**src/verilog/nf_stream_pkg.sv**
```systemverilog
// pipeline-side stream definitions
// metadata vector, size and port mask types
// metadata field positions and host destination bits

package nf_stream_pkg;

  // full width of the pipeline metadata word
  localparam int TUSER_WIDTH = 128;

  typedef logic [TUSER_WIDTH-1:0] nf_tuser_t;

  // packet length in bytes
  typedef logic [15:0] pkt_size_t;

  // one-hot interface mask, one bit per physical port
  typedef logic [7:0] port_mask_t;

  // metadata layout
  localparam int SIZE_LSB     = 0;
  localparam int SRC_PORT_LSB = 16;
  localparam int DST_PORT_LSB = 24;

  // host bits inside a port mask, mac ports sit on the even bits
  localparam int HOST0_DST_BIT = 1;
  localparam int HOST1_DST_BIT = 3;

endpackage

```
**src/verilog/qdma_pkg.sv**
```systemverilog
// host-side channel definitions
// length and port word types, interface numbers, destination codes

package qdma_pkg;

  // host length field
  typedef logic [15:0] qdma_size_t;

  // host source and destination word
  typedef logic [15:0] qdma_port_t;

  // index of one of the two host channels
  typedef logic chan_sel_t;

  // source masks written into the pipeline metadata
  localparam logic [7:0] HOST0_IFNUM = 8'b0000_0010;
  localparam logic [7:0] HOST1_IFNUM = 8'b0000_1000;

  // destination words presented to the host on c2h
  localparam qdma_port_t HOST0_DST_CODE = 16'h0001;
  localparam qdma_port_t HOST1_DST_CODE = 16'h0002;

endpackage

```
**src/verilog/nf_stream_if.sv**
```systemverilog
// pipeline stream bundle
// producer and consumer modports

`timescale 1ns/1ns

interface nf_stream_if
  import nf_stream_pkg::*;
#(
  parameter int TDATA_WIDTH = 512
) ();

  logic [TDATA_WIDTH-1:0]   tdata;
  logic [TDATA_WIDTH/8-1:0] tkeep;
  nf_tuser_t                tuser;
  logic                     tvalid;
  logic                     tlast;
  logic                     tready;

  modport producer (
    output tdata, tkeep, tuser, tvalid, tlast,
    input  tready
  );

  modport consumer (
    input  tdata, tkeep, tuser, tvalid, tlast,
    output tready
  );

endinterface

```
**src/verilog/c2h_router.sv**
```systemverilog
// card-to-host routing of the pipeline stream
// destination decode, first/body FSM, held size and destination

`timescale 1ns/1ns

module c2h_router
  import nf_stream_pkg::*, qdma_pkg::*;
#(
  parameter int TDATA_WIDTH = 512
) (
  input  logic                     axis_aclk,
  input  logic                     axis_rst,

  nf_stream_if.consumer            pipe,

  output logic                     c2h_0_tvalid,
  output logic [TDATA_WIDTH-1:0]   c2h_0_tdata,
  output logic [TDATA_WIDTH/8-1:0] c2h_0_tkeep,
  output logic                     c2h_0_tlast,
  output qdma_size_t               c2h_0_tuser_size,
  output qdma_port_t               c2h_0_tuser_src,
  output qdma_port_t               c2h_0_tuser_dst,
  input  logic                     c2h_0_tready,

  output logic                     c2h_1_tvalid,
  output logic [TDATA_WIDTH-1:0]   c2h_1_tdata,
  output logic [TDATA_WIDTH/8-1:0] c2h_1_tkeep,
  output logic                     c2h_1_tlast,
  output qdma_size_t               c2h_1_tuser_size,
  output qdma_port_t               c2h_1_tuser_src,
  output qdma_port_t               c2h_1_tuser_dst,
  input  logic                     c2h_1_tready
);

  typedef enum logic {
    FIRST,
    BODY
  } route_state_t;

  route_state_t state;

  port_mask_t in_dst;
  port_mask_t in_src;
  pkt_size_t  in_size;

  // bit 0 targets host 0, bit 1 targets host 1
  logic [1:0] tgt_in;
  logic [1:0] tgt_q;
  logic [1:0] tgt;

  pkt_size_t  size_q;
  port_mask_t src_q;
  pkt_size_t  size;
  port_mask_t src;

  logic xfer;

  assign in_size = pipe.tuser[SIZE_LSB +: $bits(pkt_size_t)];
  assign in_src  = pipe.tuser[SRC_PORT_LSB +: $bits(port_mask_t)];
  assign in_dst  = pipe.tuser[DST_PORT_LSB +: $bits(port_mask_t)];
  assign tgt_in  = {in_dst[HOST1_DST_BIT], in_dst[HOST0_DST_BIT]};

  // first beat decodes live, later beats reuse what the first one carried
  assign tgt  = (state == FIRST) ? tgt_in : tgt_q;
  assign size = (state == FIRST) ? in_size : size_q;
  assign src  = (state == FIRST) ? in_src : src_q;

  // wait only on the hosts this packet goes to, no target means drop
  assign pipe.tready = (!tgt[0] || c2h_0_tready) && (!tgt[1] || c2h_1_tready);
  assign xfer        = pipe.tvalid && pipe.tready;

  assign c2h_0_tvalid     = pipe.tvalid && tgt[0];
  assign c2h_0_tdata      = pipe.tdata;
  assign c2h_0_tkeep      = pipe.tkeep;
  assign c2h_0_tlast      = pipe.tlast;
  assign c2h_0_tuser_size = qdma_size_t'(size);
  assign c2h_0_tuser_src  = qdma_port_t'(src);
  assign c2h_0_tuser_dst  = tgt[0] ? HOST0_DST_CODE : '0;

  assign c2h_1_tvalid     = pipe.tvalid && tgt[1];
  assign c2h_1_tdata      = pipe.tdata;
  assign c2h_1_tkeep      = pipe.tkeep;
  assign c2h_1_tlast      = pipe.tlast;
  assign c2h_1_tuser_size = qdma_size_t'(size);
  assign c2h_1_tuser_src  = qdma_port_t'(src);
  assign c2h_1_tuser_dst  = tgt[1] ? HOST1_DST_CODE : '0;

  always_ff @(posedge axis_aclk) begin
    if (axis_rst) begin
      state <= FIRST;
      tgt_q <= 2'b00;
    end else begin
      case (state)
        FIRST: begin
          if (xfer && !pipe.tlast) begin
            state <= BODY;
            tgt_q <= tgt_in;
          end
        end
        BODY: begin
          if (xfer && pipe.tlast) begin
            state <= FIRST;
            tgt_q <= 2'b00;
          end
        end
        default: begin
          state <= FIRST;
        end
      endcase
    end
  end

  // size and source follow the first beat
  always_ff @(posedge axis_aclk) begin
    if ((state == FIRST) && xfer) begin
      size_q <= in_size;
      src_q  <= in_src;
    end
  end

  // route, size and source seen on the first beat hold until the last beat has gone
  a_route_held: assert property (
    @(posedge axis_aclk) disable iff (axis_rst)
    ((state == BODY) || xfer) && !(xfer && pipe.tlast)
      |=> $stable(tgt) && $stable(size) && $stable(src)
  );

endmodule

```
**src/flat_wrapper.sv**
```systemverilog
// flat-port wrapper written by rule: the top's interface ports become plain ports
module c2h_router_flat import nf_stream_pkg::*, qdma_pkg::*;
#(
  parameter int TDATA_WIDTH = 512
)
  (axis_aclk, axis_rst, c2h_0_tvalid, c2h_0_tdata, c2h_0_tkeep, c2h_0_tlast, c2h_0_tuser_size, c2h_0_tuser_src, c2h_0_tuser_dst, c2h_0_tready, c2h_1_tvalid, c2h_1_tdata, c2h_1_tkeep, c2h_1_tlast, c2h_1_tuser_size, c2h_1_tuser_src, c2h_1_tuser_dst, c2h_1_tready, pipe_tdata, pipe_tkeep, pipe_tuser, pipe_tvalid, pipe_tlast, pipe_tready);
  nf_stream_if #(.TDATA_WIDTH(TDATA_WIDTH)) pipe_i ();
  input  logic axis_aclk;
  input  logic axis_rst;
  output logic c2h_0_tvalid;
  output logic [TDATA_WIDTH-1:0] c2h_0_tdata;
  output logic [TDATA_WIDTH/8-1:0] c2h_0_tkeep;
  output logic c2h_0_tlast;
  output qdma_size_t c2h_0_tuser_size;
  output qdma_port_t c2h_0_tuser_src;
  output qdma_port_t c2h_0_tuser_dst;
  input  logic c2h_0_tready;
  output logic c2h_1_tvalid;
  output logic [TDATA_WIDTH-1:0] c2h_1_tdata;
  output logic [TDATA_WIDTH/8-1:0] c2h_1_tkeep;
  output logic c2h_1_tlast;
  output qdma_size_t c2h_1_tuser_size;
  output qdma_port_t c2h_1_tuser_src;
  output qdma_port_t c2h_1_tuser_dst;
  input  logic c2h_1_tready;
  input wire logic [$bits(pipe_i.tdata)-1:0] pipe_tdata;
  input wire logic [$bits(pipe_i.tkeep)-1:0] pipe_tkeep;
  input wire logic [$bits(pipe_i.tuser)-1:0] pipe_tuser;
  input wire logic [$bits(pipe_i.tvalid)-1:0] pipe_tvalid;
  input wire logic [$bits(pipe_i.tlast)-1:0] pipe_tlast;
  output wire logic [$bits(pipe_i.tready)-1:0] pipe_tready;
  assign pipe_i.tdata = pipe_tdata;
  assign pipe_i.tkeep = pipe_tkeep;
  assign pipe_i.tuser = pipe_tuser;
  assign pipe_i.tvalid = pipe_tvalid;
  assign pipe_i.tlast = pipe_tlast;
  assign pipe_tready = pipe_i.tready;
  c2h_router #(.TDATA_WIDTH(TDATA_WIDTH)) u_core (.axis_aclk(axis_aclk), .axis_rst(axis_rst), .pipe(pipe_i), .c2h_0_tvalid(c2h_0_tvalid), .c2h_0_tdata(c2h_0_tdata), .c2h_0_tkeep(c2h_0_tkeep), .c2h_0_tlast(c2h_0_tlast), .c2h_0_tuser_size(c2h_0_tuser_size), .c2h_0_tuser_src(c2h_0_tuser_src), .c2h_0_tuser_dst(c2h_0_tuser_dst), .c2h_0_tready(c2h_0_tready), .c2h_1_tvalid(c2h_1_tvalid), .c2h_1_tdata(c2h_1_tdata), .c2h_1_tkeep(c2h_1_tkeep), .c2h_1_tlast(c2h_1_tlast), .c2h_1_tuser_size(c2h_1_tuser_size), .c2h_1_tuser_src(c2h_1_tuser_src), .c2h_1_tuser_dst(c2h_1_tuser_dst), .c2h_1_tready(c2h_1_tready));
endmodule
```
**config.mk**
```make
export PLATFORM = sky130hd
export DESIGN_NAME = c2h_router_flat
export DESIGN_NICKNAME = d
export VERILOG_FILES = /design/src/verilog/nf_stream_pkg.sv /design/src/verilog/qdma_pkg.sv /design/src/verilog/nf_stream_if.sv /design/src/verilog/c2h_router.sv /design/src/flat_wrapper.sv
export SDC_FILE = /design/constraint.sdc
export NUM_CORES = 1
export LEC_CHECK = 0
export BUFFER_PORTS_ARGS = -buffer_cell sky130_fd_sc_hd__buf_2
export CAP_MARGIN = 10
export CORE_AREA = 2 2 769 771
export DETAILED_ROUTE_END_ITERATION = 16
export DIE_AREA = 0 0 771 773
export PLACE_DENSITY = 0.3
export SYNTH_ARGS = -nofsm -noshare
export SYNTH_HDL_FRONTEND = slang
export SYNTH_SLANG_ARGS = --single-unit
```
**constraint.sdc**
```tcl
create_clock -name axis_aclk -period 3 [get_ports axis_aclk]
set_clock_uncertainty 0.15 [all_clocks]
set_input_delay 0.6 -clock axis_aclk [delete_from_list [all_inputs] [get_ports axis_aclk]]
set_output_delay 0.6 -clock axis_aclk [all_outputs]
set_load 0.03 [all_outputs]
```
**After elaboration in Yosys (flattened, before gate mapping)**

Cells that the tools add are included.

- Mux-type cells: 11
- Bitwise logic cells: 1
- Equal/unequal tests: 2
- Reduce and logical (&&, ||, !) cells: 13

Operators with widths:

| kind | count |
|---|---|
| 2-to-1 mux 16 bit | 1 |
| 2-to-1 mux 2 bit | 4 |
| 2-to-1 mux 8 bit | 1 |
| logical AND 1 bit | 7 |
| inequality test 2 bit (second input constant) | 2 |
| case mux 2 bit (2 select lines) | 1 |
| zero test 1 bit | 3 |
| 2-to-1 mux 1 bit | 3 |
| logical OR 1 bit | 2 |
| case mux 1 bit (2 select lines) | 1 |
| AND reduction 2 bit | 1 |
| NOT 1 bit | 1 |

- Output and inout port bits: 1253
- Register bits after elaboration: 27
- Input port bits: 710

**Longest topological paths before layout**

- Word-level depth: 8
- Depth in mapped cells: 5
- Depth with buffers taken out: 4

**Worst setup path before layout**

No wires, ideal clock.

- Path type: input -> register
- Start: in pipe_tuser[27]
- End: reg u_core.size_q[0], enable pin
- Data arrival time: 2037 ps
- Stages: 3
- Required time: 2445 ps
- Setup time: 405 ps
- Buffers on the path: 0
- Setup slack: 408 ps
- Cells stage by stage: mux2i_2 -> o221ai_2 -> nor2_1

- Word-level cells in the longest chain between the ends: 6

Ends and longest elaborated chain:

| what | RTL line | text |
|---|---|---|
| from (decl) | flat_wrapper.sv:28 | `input wire logic [$bits(pipe_i.tuser)-1:0] pipe_tuser;` |
| 2-to-1 mux 2 bit | c2h_router.sv:64 | `assign tgt = (state == FIRST) ? tgt_in : tgt_q;` |
| zero test 1 bit | c2h_router.sv:69 | `assign pipe.tready = (!tgt[0] \|\| c2h_0_tready) && (!tgt[1] \|\| c2h_1_tready);` |
| logical OR 1 bit | c2h_router.sv:69 |  |
| logical AND 1 bit | c2h_router.sv:69 |  |
| logical AND 1 bit | c2h_router.sv:70 | `assign xfer = pipe.tvalid && pipe.tready;` |
| logical AND 1 bit | c2h_router.sv:115 | `if ((state == FIRST) && xfer) begin` |
| to (signal assigned) | c2h_router.sv:116 | `size_q <= in_size;` |
| to (decl) | c2h_router.sv:51 | `pkt_size_t size_q;` |

Every way passes these cells.
A chain may end at the register's enable or synchronous reset.

==> results.toml <==
[critical_path]
worstSetupPathType = "flop to output pin"
cp.arrival_ps = 1990
cp_slowest_cell = "dfxtp_2"
start_kind = "flop"
crit_required_ps = 2250
crit_fanout = 20
crit_chain = "mux2i_2 -> o22a_1 -> buf_2"
crit_family = "flip-flops"
cp-end-kind = "output pin"
slowest_delay_ps = 690
worst-path-buf-inv = 1

[pwr]
p_leak_uw = 0.0009330
p_total_uw = 1297
power.density_nw_per_um2 = 110.8
ir_drop_mv = 0.3569

[global_route]
grt_usage = 0.1147
antenna_found_initial = 2
overflow = 0
grt_max_degree = 25
grt_pass1_vias = 3729
grt_pass1_wl_um = 369900

[status]
outcome = "complete, no violations"

[yosys]
ys_seq_area_frac = 0.07492
synth_cell_type_count = 24
syn_avg_cell_area_um2 = 8.004
synth_area_um2 = 10420
syn_inst = 1302
ys_ff_latch = 27
yosys_warnings = 0

[die]
core_um2 = 587800
start_util = 0.01773
die_height_um = 773
dieArea_um2 = 596000
die_x_um = 771
ios = 1963
rows = 282

[clocking]
cts_resized = 0
h-tree-depth = 1
clk_latency_ps = 270
cts_tree = "yes"
clk_pin_slew_worst_paths_ps = 80
root_buffer = "clkbuf_16"
cts.sinks = 27
cts_made_buffers = 3
cts_setup_buffers = 0
ctsHoldBuffers = 0
clk_path_buf_depth = 2

[drt]
avgViaCountPerCell = 0.5330
drt-total-wl_um = 356800
drc_errors = 0
routedWlPerCell_um = 44.48
ant_nets = 0
vias = 4275
dr.pass1.iters = 4
drt_iter0_drc = 374

[timing]
fin_crit_ps = 2742
setup-violations-final = 0
hold_viol = 0
fin_crit_sh = 0.9139
fin_tns_setup_ps = 0
max_slew_margin = 0.6236
max_freq_mhz = 364.8
slew_violations = 0
rsz0062_at_grt = "no"
worst_slew_pin_slew_ps = 564.6

[final_layout]
antenna_cells = 0
synthToLayoutAreaGrowth_pct = 12.32
layout.nets = 922
final_cells = 8021
layout-drive-gt1-share = 0.5782
design_area_um2 = 11710

[min_path]
hp-class = "input port to flop"

[place]
dp_hpwl_um = 346400
dp.cells = 8017
gp_congestion = 0.6462
dpl-instance-area_um2 = 11620
portBuffers = 86

[job]
drv_cap = 0
## final cells by class
cell class,count,area (µm²)
Clock buffer,3,75.07
Clock inverter,1,7.507
Fill cell,70620,576100
Inverter,2,7.507
Multi-Input combinational cell,90,603.1
Sequential cell,27,782.0
Tap cell,7810,9772
Timing Repair Buffer,88,457.9
## where the power goes
group,total [µW],internal (µW),leakage (µW),switching [µW]
combinational,515,92.8,0.000645,423
sequential,449,437,0.000251,12.4
clock,332,182,0.0000371,150
total,1300,712,0.000933,585
## sequential cells by signal (all words and copies together) (netlist names), named ones only
name           count
u_core.size_q     16
u_core.src_q       8
u_core.tgt_q       2
## worst paths after layout
check / slack (ps) / start / endpoint / depth (start not counted)
max: 260 / flop / pipe_tready / 3
min: 360 / pipe_tuser[3] / u_core.size_q[3] / 1
max reg2reg: 520 / flop / u_core.size_q[13] / 4
min reg2reg: 370 / u_core.tgt_q[1] / u_core.tgt_q[1] / 2
## through the flow
stage,hold slack (ps),utilization,setup WS [ps]
2_1_floorplan,325.0,-,408.2
3_3_place_gp,359.9,0.01977,446.4
3_5_place_dp,360.9,0.01977,487.9
4_1_cts,355.9,0.01991,203.7
5_1_grt,359.4,0.01991,181.5
6_report,359.8,0.01991,258.4
## cell usage in the layout, fill, tap and decap left out, types with 2 or more instances in the layout
cell,netlist,layout
buf_2,2,86
edfxtp_1,24,24
nor2b_1,4,4
clkbuf_16,0,3
mux2_2,24,24
mux2i_2,2,2
inv_1,2,2
o21ai_0,2,2
dfxtp_1,3,2
conb_1,1,46
## synthesized netlist by cell type
cell	count	area share
inv_1	2	0.00072
a31oi_1	1	0.00060
and2b_1	1	0.00072
dfxtp_1	3	0.0058
nand3b_1	1	0.00072
o22a_1	1	0.00084
nor2_1	1	0.00036
nor2b_1	4	0.0024
or2_2	1	0.00060
or4b_1	1	0.00096
edfxtp_1	24	0.069
conb_1	1	0.00036
mux2_2	24	0.026
o21ai_0	2	0.00096
o221ai_2	1	0.0014
buf_4	1224	0.88
clkbuf_1	1	0.00036
nand2_1	1	0.00036
mux2i_2	2	0.0026
buf_2	2	0.00096
a32oi_1	1	0.00084
buf_1	1	0.00036
o31ai_1	1	0.00072
a21oi_1	1	0.00048
## routing by layer
metal | vias up | wire (µm) | track usage
met5 | - | 1301 | 0.01609
met4 | 20 | 23110 | 0.05969
met3 | 447 | 166800 | 0.2519
met2 | 2249 | 144100 | 0.1659
met1 | 1037 | 21470 | 0.01906
li1 | 522 | - | -
## worst register-to-register path, delay by kind of cell, from the launching register on
family                 cells  cell delay [ps]
AO/OA/AOI/OAI              1              280
buffers and inverters      1              340
flip-flops                 1              690
multiplexers               1              550
AND/OR/NAND/NOR            1              120
## cells by family (layout without fill, tap and decap cells)
family | Yosys count | count (layout) | synth area share
AO/OA/AOI/OAI | 8 | 8 | 0.005883
buffers and inverters | 1230 | 94 | 0.8841
flip-flops | 27 | 27 | 0.07492
multiplexers | 26 | 26 | 0.02858
other | 1 | 46 | 0.0003598
AND/OR/NAND/NOR | 10 | 10 | 0.006123
No activity file was read; power rests on OpenSTA's default activity.
