[src/verilog/nf_stream_pkg.sv]
// pipeline-side stream definitions
// metadata vector, size and port mask types
// metadata field positions and host destination bits

package nf_stream_pkg;

  // full width of the pipeline metadata word
  localparam int TUSER_WIDTH = 128;

  typedef logic [TUSER_WIDTH-1:0] nf_tuser_t;

  // packet length in bytes
  typedef logic [15:0] pkt_size_t;

  // one-hot interface mask, one bit per physical port
  typedef logic [7:0] port_mask_t;

  // metadata layout
  localparam int SIZE_LSB     = 0;
  localparam int SRC_PORT_LSB = 16;
  localparam int DST_PORT_LSB = 24;

  // host bits inside a port mask, mac ports sit on the even bits
  localparam int HOST0_DST_BIT = 1;
  localparam int HOST1_DST_BIT = 3;

endpackage

[src/verilog/qdma_pkg.sv]
// host-side channel definitions
// length and port word types, interface numbers, destination codes

package qdma_pkg;

  // host length field
  typedef logic [15:0] qdma_size_t;

  // host source and destination word
  typedef logic [15:0] qdma_port_t;

  // index of one of the two host channels
  typedef logic chan_sel_t;

  // source masks written into the pipeline metadata
  localparam logic [7:0] HOST0_IFNUM = 8'b0000_0010;
  localparam logic [7:0] HOST1_IFNUM = 8'b0000_1000;

  // destination words presented to the host on c2h
  localparam qdma_port_t HOST0_DST_CODE = 16'h0001;
  localparam qdma_port_t HOST1_DST_CODE = 16'h0002;

endpackage

[src/verilog/nf_stream_if.sv]
// pipeline stream bundle
// producer and consumer modports

`timescale 1ns/1ns

interface nf_stream_if
  import nf_stream_pkg::*;
#(
  parameter int TDATA_WIDTH = 512
) ();

  logic [TDATA_WIDTH-1:0]   tdata;
  logic [TDATA_WIDTH/8-1:0] tkeep;
  nf_tuser_t                tuser;
  logic                     tvalid;
  logic                     tlast;
  logic                     tready;

  modport producer (
    output tdata, tkeep, tuser, tvalid, tlast,
    input  tready
  );

  modport consumer (
    input  tdata, tkeep, tuser, tvalid, tlast,
    output tready
  );

endinterface

[src/verilog/h2c_arbiter.sv]
// host-to-card merge of the two host channels
// packet round-robin grant, beat mux, pipeline metadata tagging

`timescale 1ns/1ns

module h2c_arbiter
  import nf_stream_pkg::*, qdma_pkg::*;
#(
  parameter int TDATA_WIDTH = 512
) (
  input  logic                     axis_aclk,
  input  logic                     axis_rst,

  input  logic                     h2c_0_tvalid,
  input  logic [TDATA_WIDTH-1:0]   h2c_0_tdata,
  input  logic [TDATA_WIDTH/8-1:0] h2c_0_tkeep,
  input  logic                     h2c_0_tlast,
  input  qdma_size_t               h2c_0_tuser_size,
  input  qdma_port_t               h2c_0_tuser_src,
  input  qdma_port_t               h2c_0_tuser_dst,
  output logic                     h2c_0_tready,

  input  logic                     h2c_1_tvalid,
  input  logic [TDATA_WIDTH-1:0]   h2c_1_tdata,
  input  logic [TDATA_WIDTH/8-1:0] h2c_1_tkeep,
  input  logic                     h2c_1_tlast,
  input  qdma_size_t               h2c_1_tuser_size,
  input  qdma_port_t               h2c_1_tuser_src,
  input  qdma_port_t               h2c_1_tuser_dst,
  output logic                     h2c_1_tready,

  nf_stream_if.producer            pipe
);

  typedef enum logic {
    IDLE,
    BUSY
  } arb_state_t;

  arb_state_t state;
  chan_sel_t  grant;
  chan_sel_t  pref;
  chan_sel_t  pick;
  chan_sel_t  sel;

  logic [1:0]               in_valid;
  logic [1:0]               in_last;
  logic [TDATA_WIDTH-1:0]   in_data [2];
  logic [TDATA_WIDTH/8-1:0] in_keep [2];
  qdma_size_t               in_size [2];

  logic xfer;
  logic pkt_end;

  // host src and dst words are not carried, the source comes from the channel
  assign in_valid   = {h2c_1_tvalid, h2c_0_tvalid};
  assign in_last    = {h2c_1_tlast, h2c_0_tlast};
  assign in_data[0] = h2c_0_tdata;
  assign in_data[1] = h2c_1_tdata;
  assign in_keep[0] = h2c_0_tkeep;
  assign in_keep[1] = h2c_1_tkeep;
  assign in_size[0] = h2c_0_tuser_size;
  assign in_size[1] = h2c_1_tuser_size;

  // preferred channel first, otherwise whichever one is waiting
  assign pick = in_valid[pref] ? pref : ~pref;

  // in IDLE the choice is live so a first beat goes through with no delay
  assign sel = (state == IDLE) ? pick : grant;

  assign xfer    = in_valid[sel] && pipe.tready;
  assign pkt_end = xfer && in_last[sel];

  assign pipe.tvalid = in_valid[sel];
  assign pipe.tdata  = in_data[sel];
  assign pipe.tkeep  = in_keep[sel];
  assign pipe.tlast  = in_last[sel];

  always_comb begin
    pipe.tuser = '0;
    pipe.tuser[SIZE_LSB +: $bits(pkt_size_t)] = pkt_size_t'(in_size[sel]);
    pipe.tuser[SRC_PORT_LSB +: $bits(port_mask_t)] = sel ? HOST1_IFNUM : HOST0_IFNUM;
  end

  // only the selected channel sees the pipeline ready
  assign h2c_0_tready = (sel == 1'b0) && pipe.tready;
  assign h2c_1_tready = (sel == 1'b1) && pipe.tready;

  always_ff @(posedge axis_aclk) begin
    if (axis_rst) begin
      state <= IDLE;
      grant <= 1'b0;
      pref  <= 1'b0;
    end else begin
      case (state)
        IDLE: begin
          // lock the choice as soon as a beat is offered
          if (in_valid[sel]) begin
            grant <= sel;
            if (pkt_end) begin
              pref <= ~sel;
            end else begin
              state <= BUSY;
            end
          end
        end
        BUSY: begin
          if (pkt_end) begin
            state <= IDLE;
            pref  <= ~grant;
          end
        end
        default: begin
          state <= IDLE;
        end
      endcase
    end
  end

  // a channel keeps the pipeline from its first offered beat until its last beat has gone
  a_grant_held: assert property (
    @(posedge axis_aclk) disable iff (axis_rst)
    ((state == BUSY) || pipe.tvalid) && !pkt_end |=> $stable(sel)
  );

  // a stalled beat on the pipeline stays put, including its metadata
  a_pipe_stable: assert property (
    @(posedge axis_aclk) disable iff (axis_rst)
    pipe.tvalid && !pipe.tready |=> pipe.tvalid && $stable(pipe.tuser)
  );

endmodule

[src/flat_wrapper.sv]
// flat-port wrapper written by rule: the top's interface ports become plain ports
module h2c_arbiter_flat import nf_stream_pkg::*, qdma_pkg::*;
#(
  parameter int TDATA_WIDTH = 512
)
  (axis_aclk, axis_rst, h2c_0_tvalid, h2c_0_tdata, h2c_0_tkeep, h2c_0_tlast, h2c_0_tuser_size, h2c_0_tuser_src, h2c_0_tuser_dst, h2c_0_tready, h2c_1_tvalid, h2c_1_tdata, h2c_1_tkeep, h2c_1_tlast, h2c_1_tuser_size, h2c_1_tuser_src, h2c_1_tuser_dst, h2c_1_tready, pipe_tdata, pipe_tkeep, pipe_tuser, pipe_tvalid, pipe_tlast, pipe_tready);
  nf_stream_if #(.TDATA_WIDTH(TDATA_WIDTH)) pipe_i ();
  input  logic axis_aclk;
  input  logic axis_rst;
  input  logic h2c_0_tvalid;
  input  logic [TDATA_WIDTH-1:0] h2c_0_tdata;
  input  logic [TDATA_WIDTH/8-1:0] h2c_0_tkeep;
  input  logic h2c_0_tlast;
  input  qdma_size_t h2c_0_tuser_size;
  input  qdma_port_t h2c_0_tuser_src;
  input  qdma_port_t h2c_0_tuser_dst;
  output logic h2c_0_tready;
  input  logic h2c_1_tvalid;
  input  logic [TDATA_WIDTH-1:0] h2c_1_tdata;
  input  logic [TDATA_WIDTH/8-1:0] h2c_1_tkeep;
  input  logic h2c_1_tlast;
  input  qdma_size_t h2c_1_tuser_size;
  input  qdma_port_t h2c_1_tuser_src;
  input  qdma_port_t h2c_1_tuser_dst;
  output logic h2c_1_tready;
  output wire logic [$bits(pipe_i.tdata)-1:0] pipe_tdata;
  output wire logic [$bits(pipe_i.tkeep)-1:0] pipe_tkeep;
  output wire logic [$bits(pipe_i.tuser)-1:0] pipe_tuser;
  output wire logic [$bits(pipe_i.tvalid)-1:0] pipe_tvalid;
  output wire logic [$bits(pipe_i.tlast)-1:0] pipe_tlast;
  input wire logic [$bits(pipe_i.tready)-1:0] pipe_tready;
  assign pipe_tdata = pipe_i.tdata;
  assign pipe_tkeep = pipe_i.tkeep;
  assign pipe_tuser = pipe_i.tuser;
  assign pipe_tvalid = pipe_i.tvalid;
  assign pipe_tlast = pipe_i.tlast;
  assign pipe_i.tready = pipe_tready;
  h2c_arbiter #(.TDATA_WIDTH(TDATA_WIDTH)) u_core (.axis_aclk(axis_aclk), .axis_rst(axis_rst), .h2c_0_tvalid(h2c_0_tvalid), .h2c_0_tdata(h2c_0_tdata), .h2c_0_tkeep(h2c_0_tkeep), .h2c_0_tlast(h2c_0_tlast), .h2c_0_tuser_size(h2c_0_tuser_size), .h2c_0_tuser_src(h2c_0_tuser_src), .h2c_0_tuser_dst(h2c_0_tuser_dst), .h2c_0_tready(h2c_0_tready), .h2c_1_tvalid(h2c_1_tvalid), .h2c_1_tdata(h2c_1_tdata), .h2c_1_tkeep(h2c_1_tkeep), .h2c_1_tlast(h2c_1_tlast), .h2c_1_tuser_size(h2c_1_tuser_size), .h2c_1_tuser_src(h2c_1_tuser_src), .h2c_1_tuser_dst(h2c_1_tuser_dst), .h2c_1_tready(h2c_1_tready), .pipe(pipe_i));
endmodule
[config.mk]
export PLATFORM = sky130hd
export DESIGN_NAME = h2c_arbiter_flat
export DESIGN_NICKNAME = d
export VERILOG_FILES = /design/src/verilog/nf_stream_pkg.sv /design/src/verilog/qdma_pkg.sv /design/src/verilog/nf_stream_if.sv /design/src/verilog/h2c_arbiter.sv /design/src/flat_wrapper.sv
export SDC_FILE = /design/constraint.sdc
export NUM_CORES = 1
export LEC_CHECK = 0
export BUFFER_PORTS_ARGS = -buffer_cell sky130_fd_sc_hd__buf_2
export CORE_AREA = 2 2 760 762
export DETAILED_ROUTE_END_ITERATION = 12
export DIE_AREA = 0 0 762 764
export GPL_TIMING_DRIVEN = 0
export PLACE_DENSITY = 0.3
export SLEW_MARGIN = 40
export SYNTH_ARGS = -nofsm -noshare
export SYNTH_HDL_FRONTEND = slang
export SYNTH_SLANG_ARGS = --single-unit
[constraint.sdc]
create_clock -name axis_aclk -period 2.53 [get_ports axis_aclk]
set_clock_uncertainty 0.05 [all_clocks]
set_input_delay 0.253 -clock axis_aclk [delete_from_list [all_inputs] [get_ports axis_aclk]]
set_output_delay 0.253 -clock axis_aclk [all_outputs]
set_load 0.02 [all_outputs]
After elaboration in Yosys (flattened, before gate mapping)
Index checks and enable logic that the tools add are counted.
{ "totals": {"reg_bits": 3, "latch_bits": 0, "ram_bits": 0, "rom_bits": 0, "inputBits": 1255, "output_inout_bits": 708, "wordCells": 45, "n_memories": 0} }
{ "classes": {"n_addsub": 0, "mul": 0, "div": 0, "magnitude_cmp": 3, "n_eq_ne": 3, "shifts": 0, "mux": 25, "bitwise": 5, "n_reduce_logical": 6} }
{ "op_table": {"columns": ["cell", "count"], "rows": [
  ["$mux W512", 3],
  ["$mux W64", 3],
  ["$mux W16", 3],
  ["$mux W1", 13],
  ["$logic_and A1 B1 Y1", 4],
  ["$lt A1 B2 Y1 const B", 2],
  ["$mux W4", 1],
  ["$ne A2 B2 Y1 const B", 2],
  ["$not A1 Y1", 4],
  ["$pmux W1 S2", 2],
  ["$reduce_and A3 Y1", 1],
  ["$ge A2 B2 Y1 const B", 1],
  ["$ne A2 B1 Y1 const B", 1],
  ["$not A1 Y2", 1],
  ["$reduce_and A2 Y1", 1]
]} }

Logic depth before layout (Yosys ltp)
{ "depth": {"word_depth": 11, "depth_mapped": 7} }

Worst setup path after synthesis
Ideal clock, no wire load.
{ "synth_path": {"path_kind": "flip-flop to output port", "from": "register u_core.pref", "to": "output port pipe_tdata[167]", "arrival_ns": 1.605, "t_required_ns": 2.227, "slack_ns": 0.622, "path_stages_with_launch": 7, "path_cell_list": "dfxtp_1 and2_1 o31ai_2 buf_4 buf_6 buf_6 mux2_1"} }
{ "synth_via": {"elab_chain_cells": 8, "elab_cells_between_ends": 9, "cone_classes": "mux (7); bitwise (2)"} }
{ "synth_rtl": {"columns": ["element", "line_no", "rtl"], "rows": [
  ["from (decl)", "h2c_arbiter.sv:42", "chan_sel_t pref;"],
  ["from (signal assigned)", "h2c_arbiter.sv:101", "pref <= ~sel;"],
  ["from (signal assigned)", "h2c_arbiter.sv:110", "pref <= ~grant;"],
  ["$mux W1 (implied by the code) (2 in a row)", "h2c_arbiter.sv:66", "assign pick = in_valid[pref] ? pref : ~pref;"],
  ["$mux W1 (*)", "h2c_arbiter.sv:66", null],
  ["$mux W1 (*)", "h2c_arbiter.sv:69", "assign sel = (state == IDLE) ? pick : grant;"],
  ["$not A1 Y2 (implied by the code) (*)", "h2c_arbiter.sv:75", "assign pipe.tdata = in_data[sel];"],
  ["$mux W512 (implied by the code) (*) (3 in a row)", "h2c_arbiter.sv:75", null],
  ["to (decl)", "flat_wrapper.sv:26", "output wire logic [$bits(pipe_i.tdata)-1:0] pipe_tdata;"]
]} }
Mark *: on every way between the ends. The rest lies on a longest branch, timed or not. The select of a mux whose other input is x is not followed.

Final worst setup path
{ "layout_path": {"from": "register u_core.pref", "to": "output port pipe_tdata[334]"} }
The elaborated chain is that of the path after synthesis.

==> out/results.tsv <==
metric	value	unit
status	finished with violations	
failing checks	setup timing	
Final Net Count	4066	
# fillers	68012	
leakage power	14.76	nW
CTS root buf	clkbuf_16	
Post-CTS Hold Buffers	0	
clk sinks	3	
multiplexer share of the synthesized area	0.7980	
post-synthesis compound-gate area fraction	0.008211	
Post-Synth Simple-Gate Area	0.01090	
Reg-to-Reg Start	u_core.pref	
GRT Total Usage	0.1418	
maximum clock path buffer count	2	
capturing point of the worst reg2reg path	u_core.state	
final design utilization	0.06151	
most frequent cells in the layout	buf_2 (1342), mux2_4 (307), mux2_2 (235)	
ys flop type	dfxtp_1	
Synth Cell Area	0.008381	sq mm
Starting Density	0.01458	
Post-synth ARST share	0	
# IOs	1963	
RSZ-0062 raised after global routing	yes	
first-pass GRT wire length	464200	um
synthesized area per cell	10.40	sq um
Die Width	762	um
CP max FO	9	
post-synthesis cell type count	25	
vias per inst	1.783	
Fmax	373.4	MHz
pwr dens	470.5	mW/mm^2
peak supply drop	0.2519	mV
post-route design area	0.03536	sq mm
post-synthesis xor/xnor area fraction	0	
crit path from	u_core.pref	
placed instance area	0.02725	sq mm
Area Growth Syn to Fin	322.0	%
number of global-route vias before repair	16259	
DRC violations left	0	
post-DR wirelength/cell	41.58	um
fin worst setup slack	-147.8	ps
sequential area share after synthesis	0.007166	
total wire length	440000	um
most common cell after layout, fill and taps aside	buf_2	
Critical Setup Path Class	flop to output port	
final hold vios	0	
register area	62.56	sq um
area occupied by multi-input gates	0.008434	sq mm
Final min period	2678	ps
hold depth	2	
Critical Path RT	2230	ps
flop-to-flop setup slack	440	ps
#FFs+latches synth	3	
Syn Inst Count	806	
row cnt	279	
First-pass DRT Iterations	5	
number of enable flip-flop cells after synthesis	0	
Antenna Nets Post-Route	0	
Clock transition at path regs	30	ps
Worst Reg-to-Reg Cells	8	
Core Area	0.5749	sq mm
Yosys warnings	0	
layout cell share with drive strength beyond 1	0.9320	
global route overflow	0	
fin. max-slew vios	0	
Worst setup SP type	flop	
largest net degree at the start of global routing	11	
DP HPWL	414400	um
Worst EP arrival	2370	ps
DRT iter0 DRCs	786	
Max-cap violations	0	
Port Buffers	1788	
main combinational cell family by area after synthesis	multiplexers	
Synth Area in Adders	0	
Setup Viol. Count Final	380	
Worst Setup EP	pipe_tdata[334]	
period utilization	1.058	
die area	0.5822	sq mm
die height	764	um
Design Power	16.64	mW
Num CTS Buffers	3	
initial antenna violation count	539	
vias	18866	
pre-CTS WS	-1077	ps
Clk Latency, worst-skew pair	230	ps
HP Class	primary input to flop	
TritonCTS clock tree	built	
CTS H-tree depth	1	
CP endpoint kind	output port	
placer congestion estimate	1.192	
## kinds of logic after synthesis
| logic type | Yosys count |
|---|---|
| multiplexers | 594 |
| buffers and inverters | 181 |
| AND/OR/NAND/NOR | 18 |
| AO/OA/AOI/OAI | 9 |
| flip-flops | 3 |
| other | 1 |
## critical path, stage by stage (launching register included)
cell and delay, ps:
dfxtp_2 320, and2_4 150, o31ai_4 200, buf_12 160
buf_16 140, buf_16 150, buf_16 190, buf_16 190
buf_12 140, mux2_4 300, buf_6 130
## state kept, by name (all words and copies together) (netlist names)
signal	count
u_core.pref	1
u_core.grant	1
u_core.state	1
## routing by layer
metal  global-route usage  share of wire  up-vias
met5                    0         0.0011        -
li1                     -              -     6994
met2               0.2096           0.41     2453
met3               0.1202           0.19     1007
met1               0.1451           0.35     8338
met4              0.05317          0.051       74
## synthesized netlist by cell type, drive strengths merged, types with 2 or more instances
library cell,instances,share of area
dfxtp,3,0.0072
a21oi,2,0.0012
nand2b,2,0.0015
nand2,4,0.0018
mux2,593,0.80
nor2b,2,0.0015
buf,177,0.17
inv,4,0.0018
nor2,6,0.0027
## timing repair
| action | CTS | global route |
|---|---|---|
| buffers inserted | 26 | 39 |
| pin swaps | 1 | 1 |
| gates cloned | 9 | 36 |
| endpoints found under the setup margin | 598 | 573 |
| gates resized for setup | 729 | 1119 |
## power by group
group          internal [mW]  leakage (nW)  switching [mW]
Sequential            0.0528        0.0254         0.00834
Clock                  0.208        0.0393          0.0486
Combinational           6.74          14.7            9.58
Total                   7.00          14.8            9.64
## area by class of cell
class,count,area share
timing repair buffer,1895,0.4166
sequential,3,0.001769
inverter,4,0.0004246
tap,7587,0.2684
clock buffer,4,0.002229
multi-input combinational,731,0.2385
antenna,184,0.01302
buffer,173,0.05901
## stage by stage
step	setup TNS (ps)	instances	hold slack, ps
global route	-64820	10539	219.0
floorplan	0	915	272.1
finish	-22950	10581	205.5
global placement	-351340	10290	442.6
CTS	-63310	10329	204.8
detailed placement	-351390	10290	448.1
## worst min path at each step
stage              from            to  slack, ps
2_1_floorplan  axis_rst  u_core.grant        270
3_3_place_gp   axis_rst  u_core.grant        440
3_5_place_dp   axis_rst  u_core.grant        450
4_1_cts        axis_rst  u_core.state        200
5_1_grt        axis_rst  u_core.state        220
6_report       axis_rst  u_core.state        210
Power figures use the tool's default switching activity.
